--- src/verilog/rv_pkg.sv ---
package rv_pkg;

  // datapath widths
  localparam int xlen = 32;
  localparam int reg_addr_w = 5;

  typedef logic [xlen-1:0] word_t;
  typedef logic [reg_addr_w-1:0] reg_idx_t;

  // base opcodes, instr[6:0]
  localparam logic [6:0] op_lui    = 7'b0110111;
  localparam logic [6:0] op_auipc  = 7'b0010111;
  localparam logic [6:0] op_jal    = 7'b1101111;
  localparam logic [6:0] op_jalr   = 7'b1100111;
  localparam logic [6:0] op_branch = 7'b1100011;
  localparam logic [6:0] op_load   = 7'b0000011;
  localparam logic [6:0] op_store  = 7'b0100011;
  localparam logic [6:0] op_imm    = 7'b0010011;
  localparam logic [6:0] op_reg    = 7'b0110011;
  localparam logic [6:0] op_system = 7'b1110011;

  // funct7 for sub and sra/srai
  localparam logic [6:0] f7_alt = 7'b0100000;

  // branch conditions, funct3
  localparam logic [2:0] br_eq  = 3'b000;
  localparam logic [2:0] br_ne  = 3'b001;
  localparam logic [2:0] br_lt  = 3'b100;
  localparam logic [2:0] br_ge  = 3'b101;
  localparam logic [2:0] br_ltu = 3'b110;
  localparam logic [2:0] br_geu = 3'b111;

  typedef enum logic [3:0] {
    alu_add,
    alu_sub,
    alu_sll,
    alu_slt,
    alu_sltu,
    alu_xor,
    alu_srl,
    alu_sra,
    alu_or,
    alu_and,
    alu_pass_b
  } alu_op_t;

  // register write-back source
  typedef enum logic [1:0] {
    wb_alu,
    wb_load,
    wb_link
  } wb_sel_t;

endpackage
--- src/verilog/rv_core.sv ---
`timescale 1ns/1ps

module rv_core #(
  parameter rv_pkg::word_t reset_pc = '0
) (
  input  logic          clk,
  input  logic          rst,
  input  rv_pkg::word_t imem_data,
  input  rv_pkg::word_t dmem_rdata,
  output rv_pkg::word_t imem_addr,
  output rv_pkg::word_t dmem_addr,
  output rv_pkg::word_t dmem_wdata,
  output logic          dmem_we,
  output logic          halt
);

  rv_pkg::reg_idx_t rs1_idx, rs2_idx, rd_idx;
  rv_pkg::word_t imm, pc, pc_plus4;
  rv_pkg::word_t rs1_data, rs2_data, rd_data;
  rv_pkg::word_t alu_a, alu_b, alu_result;
  rv_pkg::alu_op_t alu_op;
  rv_pkg::wb_sel_t wb_sel;
  logic [2:0] branch_funct3;
  logic alu_a_pc, alu_b_imm, reg_we, mem_we;
  logic is_branch, is_jal, is_jalr, branch_taken;

  rv_decoder i_rv_decoder (
    .instr(imem_data), .rs1_idx(rs1_idx), .rs2_idx(rs2_idx), .rd_idx(rd_idx),
    .imm(imm), .alu_op(alu_op), .alu_a_pc(alu_a_pc), .alu_b_imm(alu_b_imm),
    .reg_we(reg_we), .mem_we(mem_we), .is_branch(is_branch), .is_jal(is_jal),
    .is_jalr(is_jalr), .halt(halt), .branch_funct3(branch_funct3), .wb_sel(wb_sel)
  );

  // ecall blocks the write-back along with the pc update
  rv_regfile i_rv_regfile (
    .clk(clk), .rst(rst), .we(reg_we && !halt), .rd_idx(rd_idx),
    .rs1_idx(rs1_idx), .rs2_idx(rs2_idx), .rd_data(rd_data),
    .rs1_data(rs1_data), .rs2_data(rs2_data)
  );

  assign alu_a = alu_a_pc ? pc : rs1_data;
  assign alu_b = alu_b_imm ? imm : rs2_data;

  rv_alu i_rv_alu (
    .a(alu_a), .b(alu_b), .op(alu_op), .funct3(branch_funct3),
    .result(alu_result), .branch_taken(branch_taken)
  );

  rv_pc_unit #(.reset_pc(reset_pc)) i_rv_pc_unit (
    .clk(clk), .rst(rst), .halt(halt), .is_branch(is_branch), .is_jal(is_jal),
    .is_jalr(is_jalr), .branch_taken(branch_taken), .imm(imm),
    .alu_result(alu_result), .pc(pc), .pc_plus4(pc_plus4)
  );

  always_comb begin
    case (wb_sel)
      rv_pkg::wb_load: rd_data = dmem_rdata;
      rv_pkg::wb_link: rd_data = pc_plus4;
      default: rd_data = alu_result;
    endcase
  end

  assign imem_addr = pc;
  // alu sum is rs1 + offset for lw and sw
  assign dmem_addr = alu_result;
  assign dmem_wdata = rs2_data;
  // a store sitting at the reset pc stays masked while rst is high
  assign dmem_we = mem_we && !rst;

  a_mem_aligned: assert property (
    @(posedge clk) disable iff (rst)
    (mem_we || wb_sel == rv_pkg::wb_load) |-> dmem_addr[1:0] == 2'b00
  ) else $error("misaligned data access at %h", dmem_addr);

endmodule

--- src/verilog/rv_pc_unit.sv ---
`timescale 1ns/1ps

module rv_pc_unit #(
  parameter rv_pkg::word_t reset_pc = '0
) (
  input  logic          clk,
  input  logic          rst,
  input  logic          halt,
  input  logic          is_branch,
  input  logic          is_jal,
  input  logic          is_jalr,
  input  logic          branch_taken,
  input  rv_pkg::word_t imm,
  input  rv_pkg::word_t alu_result,
  output rv_pkg::word_t pc,
  output rv_pkg::word_t pc_plus4
);

  rv_pkg::word_t pc_next;

  // also the link value for jal and jalr
  assign pc_plus4 = pc + 32'd4;

  always_comb begin
    if (halt) begin
      pc_next = pc;
    end else if (is_jalr) begin
      pc_next = {alu_result[rv_pkg::xlen-1:1], 1'b0};
    end else if (is_jal || (is_branch && branch_taken)) begin
      pc_next = pc + imm;
    end else begin
      pc_next = pc_plus4;
    end
  end

  always_ff @(posedge clk or posedge rst) begin
    if (rst) begin
      pc <= reset_pc;
    end else begin
      pc <= pc_next;
    end
  end

  a_pc_aligned: assert property (
    @(posedge clk) disable iff (rst)
    pc[1:0] == 2'b00
  ) else $error("pc not word-aligned: %h", pc);

endmodule

--- src/verilog/rv_regfile.sv ---
`timescale 1ns/1ps

module rv_regfile (
  input  logic             clk,
  input  logic             rst,
  input  logic             we,
  input  rv_pkg::reg_idx_t rd_idx,
  input  rv_pkg::reg_idx_t rs1_idx,
  input  rv_pkg::reg_idx_t rs2_idx,
  input  rv_pkg::word_t    rd_data,
  output rv_pkg::word_t    rs1_data,
  output rv_pkg::word_t    rs2_data
);

  localparam int num_regs = 32;

  rv_pkg::word_t regs [num_regs];

  always_ff @(posedge clk or posedge rst) begin
    if (rst) begin
      for (int i = 0; i < num_regs; i++) begin
        regs[i] <= '0;
      end
    end else if (we) begin
      regs[rd_idx] <= rd_data;
    end
  end

  // x0 is hard-wired, reads see the value before this cycle's write
  assign rs1_data = (rs1_idx == '0) ? '0 : regs[rs1_idx];
  assign rs2_data = (rs2_idx == '0) ? '0 : regs[rs2_idx];

  a_x0_zero: assert property (
    @(posedge clk) disable iff (rst)
    we |=> regs[0] == '0
  ) else $error("register x0 changed after a write");

endmodule

--- src/verilog/rv_alu.sv ---
`timescale 1ns/1ps

module rv_alu (
  input  rv_pkg::word_t   a,
  input  rv_pkg::word_t   b,
  input  rv_pkg::alu_op_t op,
  input  logic [2:0]      funct3,
  output rv_pkg::word_t   result,
  output logic            branch_taken
);

  logic [4:0] shamt;
  logic lt_signed;
  logic lt_unsigned;

  assign shamt = b[4:0];
  assign lt_signed = $signed(a) < $signed(b);
  assign lt_unsigned = a < b;

  always_comb begin
    case (op)
      rv_pkg::alu_add: result = a + b;
      rv_pkg::alu_sub: result = a - b;
      rv_pkg::alu_sll: result = a << shamt;
      rv_pkg::alu_slt: result = {{(rv_pkg::xlen-1){1'b0}}, lt_signed};
      rv_pkg::alu_sltu: result = {{(rv_pkg::xlen-1){1'b0}}, lt_unsigned};
      rv_pkg::alu_xor: result = a ^ b;
      rv_pkg::alu_srl: result = a >> shamt;
      rv_pkg::alu_sra: result = $signed(a) >>> shamt;
      rv_pkg::alu_or: result = a | b;
      rv_pkg::alu_and: result = a & b;
      rv_pkg::alu_pass_b: result = b;
      default: result = a + b;
    endcase
  end

  // compare rs1 against rs2 independently of the arithmetic result
  always_comb begin
    case (funct3)
      rv_pkg::br_eq: branch_taken = (a == b);
      rv_pkg::br_ne: branch_taken = (a != b);
      rv_pkg::br_lt: branch_taken = lt_signed;
      rv_pkg::br_ge: branch_taken = !lt_signed;
      rv_pkg::br_ltu: branch_taken = lt_unsigned;
      rv_pkg::br_geu: branch_taken = !lt_unsigned;
      default: branch_taken = 1'b0;
    endcase
  end

endmodule

--- src/verilog/rv_decoder.sv ---
`timescale 1ns/1ps

module rv_decoder (
  input  rv_pkg::word_t    instr,
  output rv_pkg::reg_idx_t rs1_idx,
  output rv_pkg::reg_idx_t rs2_idx,
  output rv_pkg::reg_idx_t rd_idx,
  output rv_pkg::word_t    imm,
  output rv_pkg::alu_op_t  alu_op,
  output logic             alu_a_pc,
  output logic             alu_b_imm,
  output logic             reg_we,
  output logic             mem_we,
  output logic             is_branch,
  output logic             is_jal,
  output logic             is_jalr,
  output logic             halt,
  output logic [2:0]       branch_funct3,
  output rv_pkg::wb_sel_t  wb_sel
);

  // only full-word memory accesses are supported
  localparam logic [2:0] f3_word = 3'b010;

  logic [6:0] opcode;
  logic [2:0] funct3;
  logic [6:0] funct7;
  logic writes_rd;
  rv_pkg::alu_op_t arith_op;

  assign opcode = instr[6:0];
  assign funct3 = instr[14:12];
  assign funct7 = instr[31:25];
  assign rd_idx = instr[11:7];
  assign rs1_idx = instr[19:15];
  assign rs2_idx = instr[24:20];
  assign branch_funct3 = funct3;

  // immediate format follows the opcode, I-type otherwise
  always_comb begin
    case (opcode)
      rv_pkg::op_lui, rv_pkg::op_auipc: imm = {instr[31:12], 12'b0};
      rv_pkg::op_jal: imm = {{12{instr[31]}}, instr[19:12], instr[20], instr[30:21], 1'b0};
      rv_pkg::op_branch: imm = {{20{instr[31]}}, instr[7], instr[30:25], instr[11:8], 1'b0};
      rv_pkg::op_store: imm = {{21{instr[31]}}, instr[30:25], instr[11:7]};
      default: imm = {{21{instr[31]}}, instr[30:20]};
    endcase
  end

  // shared by register-register and register-immediate groups
  always_comb begin
    case (funct3)
      3'b000: begin
        arith_op = (opcode == rv_pkg::op_reg && funct7 == rv_pkg::f7_alt) ?
                   rv_pkg::alu_sub : rv_pkg::alu_add;
      end
      3'b001: arith_op = rv_pkg::alu_sll;
      3'b010: arith_op = rv_pkg::alu_slt;
      3'b011: arith_op = rv_pkg::alu_sltu;
      3'b100: arith_op = rv_pkg::alu_xor;
      3'b101: arith_op = (funct7 == rv_pkg::f7_alt) ? rv_pkg::alu_sra : rv_pkg::alu_srl;
      3'b110: arith_op = rv_pkg::alu_or;
      default: arith_op = rv_pkg::alu_and;
    endcase
  end

  always_comb begin
    alu_op = rv_pkg::alu_add;
    alu_a_pc = 1'b0;
    alu_b_imm = 1'b0;
    writes_rd = 1'b0;
    mem_we = 1'b0;
    is_branch = 1'b0;
    is_jal = 1'b0;
    is_jalr = 1'b0;
    halt = 1'b0;
    wb_sel = rv_pkg::wb_alu;
    case (opcode)
      rv_pkg::op_lui: begin
        alu_op = rv_pkg::alu_pass_b;
        alu_b_imm = 1'b1;
        writes_rd = 1'b1;
      end
      rv_pkg::op_auipc: begin
        alu_a_pc = 1'b1;
        alu_b_imm = 1'b1;
        writes_rd = 1'b1;
      end
      rv_pkg::op_jal: begin
        is_jal = 1'b1;
        writes_rd = 1'b1;
        wb_sel = rv_pkg::wb_link;
      end
      rv_pkg::op_jalr: begin
        // alu forms rs1 + imm, the pc unit clears bit 0
        is_jalr = 1'b1;
        alu_b_imm = 1'b1;
        writes_rd = 1'b1;
        wb_sel = rv_pkg::wb_link;
      end
      rv_pkg::op_branch: is_branch = 1'b1;
      rv_pkg::op_load: begin
        if (funct3 == f3_word) begin
          alu_b_imm = 1'b1;
          writes_rd = 1'b1;
          wb_sel = rv_pkg::wb_load;
        end
      end
      rv_pkg::op_store: begin
        if (funct3 == f3_word) begin
          alu_b_imm = 1'b1;
          mem_we = 1'b1;
        end
      end
      rv_pkg::op_imm: begin
        alu_op = arith_op;
        alu_b_imm = 1'b1;
        writes_rd = 1'b1;
      end
      rv_pkg::op_reg: begin
        // other funct7 values (M extension) fall through as no-ops
        if (funct7 == 7'b0 || funct7 == rv_pkg::f7_alt) begin
          alu_op = arith_op;
          writes_rd = 1'b1;
        end
      end
      rv_pkg::op_system: halt = (instr[31:7] == 25'b0);
      default: ;
    endcase
  end

  assign reg_we = writes_rd && (rd_idx != '0);

endmodule

--- config.mk ---
export PLATFORM = sky130hd
export DESIGN_NAME = rv_core
export DESIGN_NICKNAME = d
export VERILOG_FILES = /design/src/verilog/rv_pkg.sv /design/src/verilog/rv_core.sv /design/src/verilog/rv_pc_unit.sv /design/src/verilog/rv_regfile.sv /design/src/verilog/rv_alu.sv /design/src/verilog/rv_decoder.sv
export SDC_FILE = /design/constraint.sdc
export NUM_CORES = 2
export LEC_CHECK = 0
export BUFFER_PORTS_ARGS = -buffer_cell sky130_fd_sc_hd__buf_2
export CORE_ASPECT_RATIO = 0.6
export CORE_MARGIN = 2
export CORE_UTILIZATION = 29
export DETAILED_ROUTE_END_ITERATION = 6
export MAX_ROUTING_LAYER = met4
export SYNTH_ARGS = -nofsm -noshare
export SYNTH_HDL_FRONTEND = slang
export SYNTH_SLANG_ARGS = --single-unit
--- constraint.sdc ---
create_clock -name clk -period 40.1 [get_ports clk]
set_input_delay 8.02 -clock clk [delete_from_list [all_inputs] [get_ports clk]]
set_output_delay 8.02 -clock clk [all_outputs]
set_load 0.02 [all_outputs]
==> flow_summary.toml <==
[run_status]
status = "finished with violations"
violations = "DRC, capacitance limit"

[sta]
setup_slack_ns = 15.07
tightest_slew_ns = 1.46
setup_viol = 0
setup_tns_ns = 0
rsz0062_at_grt = "false"
fin_crit_sh_pct = 62.4
slew_violations = 0
max_slew_margin_pct = 1.87
fin_crit_ns = 25.03
fmax_mhz = 40.0
hold_viol = 0
finalClockSkew_ns = 0.0516

[synth]
synth_edf_count = 0
synth_area_leaders = "dfrtp_1, mux4_2, nand2_1"
synth_top_area_share_pct = 38.5
synthArstFlopShare_pct = 100
synth_most_common_cell = "nand2_1"
yosys.area_share.simple_pct = 12.2
synth_fa_ha_area_share_pct = 2.48
synth_common_cells = "nand2_1, dfrtp_1, o21ai_0"
synth_cell_types = 107
synth.avg_cell_area_um2 = 9.89
synth_seq_cells = 1056
yosysWarningCount = 0
synth_compound_area_share_pct = 17.3
synth_ff_type = "dfrtp_1"
synth_nets = 7131
synth-xor-area-share_pct = 1.03
yosysSeqAreaShare_pct = 38.5
syn_area_um2 = 68600
synth.largest_area_cell = "dfrtp_1"
synth_top_family_by_area = "multiplexers"
syn_inst = 6931
synthMuxAreaShare_pct = 23.3

[place]
post-place-ws_ns = 15.06
dpl.hpwl_um = 254000
io_buffer_count = 163
gp_congestion = 1.16

[clock_network]
cts_htree_levels = 3
clkLatencyLatePin_ns = 0.76
cts_tree = "done"
hold_buffers = 0
cts_root_buffer = "clkbuf_16"
clkTransAtPathRegs_ns = 0.07
cts.sinks = 1056
cts_resized = 0
cts_buffer_depth = 3
post-cts-setup-buffer-count = 0
cts_made_buffers = 99

[worst_setup_path]
setup.worst_path.end_class = "output pin"
arrival_ns = 17.01
required_ns = 32.08
critPathKind = "in -> out"
critical-path-max-stage-delay_ns = 0.92
slowest_stage = "a211oi_1"
critPathLaunchType = "primary input"
cp_cell_sequence = "buf_8 -> buf_4 -> buf_4 -> buf_12 -> mux4_2 -> mux4_2 -> mux2i_1 -> nor2_1 -> mux2i_1 -> ha_1 -> buf_4 -> nor2_1 -> o21ai_0 -> a311oi_1 -> o31ai_1 -> o211a_1 -> a221o_1 -> a211oi_1 -> nand2_1 -> or3_1 -> buf_2"
worstPathMaxFanout = 107
path_common_cell = "buf_4"

[cells_and_area]
nets = 6977
final_util_pct = 32.4
drive_gt1_share_pct = 19.4
area_growth_syn_to_layout_pct = 11.2

[grt]
track_usage_pct = 29.0
grt_pass1_wl_um = 479000
antenna_found_initial = 34
grt_max_degree = 181
overflow = 0
first_global_vias = 57200

[route]
drt-pass1-iter-count = 7
vias_per_cell = 6.12
ant_nets = 0
drc = 21
wl_um = 346000
via_count = 61300
wl_per_cell_um = 34.5
drt_iter0_markers = 9709

[floorplanning]
fp.coreArea_um2 = 235000
io_pins = 164
num_rows = 138
start_util_pct = 29.1
die_w_um = 632
die_y_um = 381
die-area_um2 = 240000

[power_and_ir_drop]
max-vdd-ir-drop_uv = 41.8
p_leak_nw = 32.3
design_power_total_w = 0.00297
p_per_area_nw_per_um2 = 39.0

[job]
drv_cap = 1

[hold_path]
hp-class = "reg -> reg"
[path summary, 6_finish.rpt]
kind	slack, ns	to	start	cells after the start
max in group asynchronous	28.12	i_rv_regfile.regs[662]	rst	6
setup / recovery	15.07	dmem_addr[19]	imem_data[20]	21
setup reg to reg	31.22	i_rv_regfile.regs[766]	i_rv_regfile.regs[640]	23
hold reg to reg	0.38	i_rv_regfile.regs[1017]	i_rv_regfile.regs[1017]	0
hold / removal	0.38	i_rv_regfile.regs[1017]	i_rv_regfile.regs[1017]	0
min in group asynchronous	7.41	i_rv_pc_unit.pc[7]	rst	2
[report_power, final]
part	switching, W	total (W)	internal [W]
sequential	0.0000867	0.00119	0.00111
clock	0.000465	0.00102	0.000555
combinational	0.000519	0.000755	0.000236
[area by class of cell]
class / instances / area (um2)
fill: 23900 / 159000
clock inverter: 42 / 602
inverter: 156 / 596
antenna: 23 / 57.6
multi-input combinational: 5054 / 39000
clock buffer: 135 / 2750
sequential: 1056 / 26400
tap: 3150 / 3940
timing repair buffer: 410 / 2800
[metal layers]
| layer | part of all wire (%) | GRT usage (%) | vias to the layer above |
|---|---|---|---|
| met5 | 0 | - | - |
| met4 | 2.7 | 6.88 | 0 |
| met3 | 16 | 13.7 | 457 |
| met2 | 37 | 34.5 | 4259 |
| met1 | 45 | 42.6 | 31400 |
| li1 | - | - | 25200 |
[logic make-up after synthesis]
family                   count (synthesis)
AO/OA/AOI/OAI                         1941
AND/OR/NAND/NOR                       1937
flip-flops                            1056
multiplexers                           961
buffers and inverters                  821
adder cells (fa/ha/maj)                134
XOR/XNOR                                81
[registers in the layout (all words and copies together), names as in the netlist]
| signal | cells |
|---|---|
| i_rv_pc_unit.pc | 32 |
| i_rv_regfile.regs | 1024 |
[critical path, delay by kind of cell]
kind	cells	cell delay [ns]
fa+ha+maj	1	0.38
buf+inv	6	2.84
simple gates	4	0.97
compound gates	6	2.46
mux	4	2.03
[through the flow]
stage / cells / instance area [um2] / hold slack, ns
floorplan: 6931 / 68600 / 0.425
global placement: 9825 / 72800 / 0.361
detailed placement: 9825 / 72800 / 0.369
CTS: 10000 / 76100 / 0.384
global route: 10000 / 76200 / 0.388
finish: 10000 / 76200 / 0.385
[placed cells by master, fill, tap and decap left out, types with 60 or more instances in the layout]
| cell type | count |
|---|---|
| dfrtp_1 | 1056 |
| nand2_1 | 1046 |
| o21ai_0 | 698 |
| mux4_2 | 478 |
| nor2_1 | 391 |
| mux2i_1 | 356 |
| a21oi_1 | 303 |
| buf_4 | 243 |
| o21ai_1 | 201 |
| buf_2 | 155 |
| inv_1 | 145 |
| o22ai_1 | 132 |
| ha_1 | 130 |
| nand3_1 | 102 |
| clkbuf_16 | 99 |
| mux2_2 | 66 |
| mux2_4 | 60 |
No activity file was read; power rests on OpenSTA's default activity.
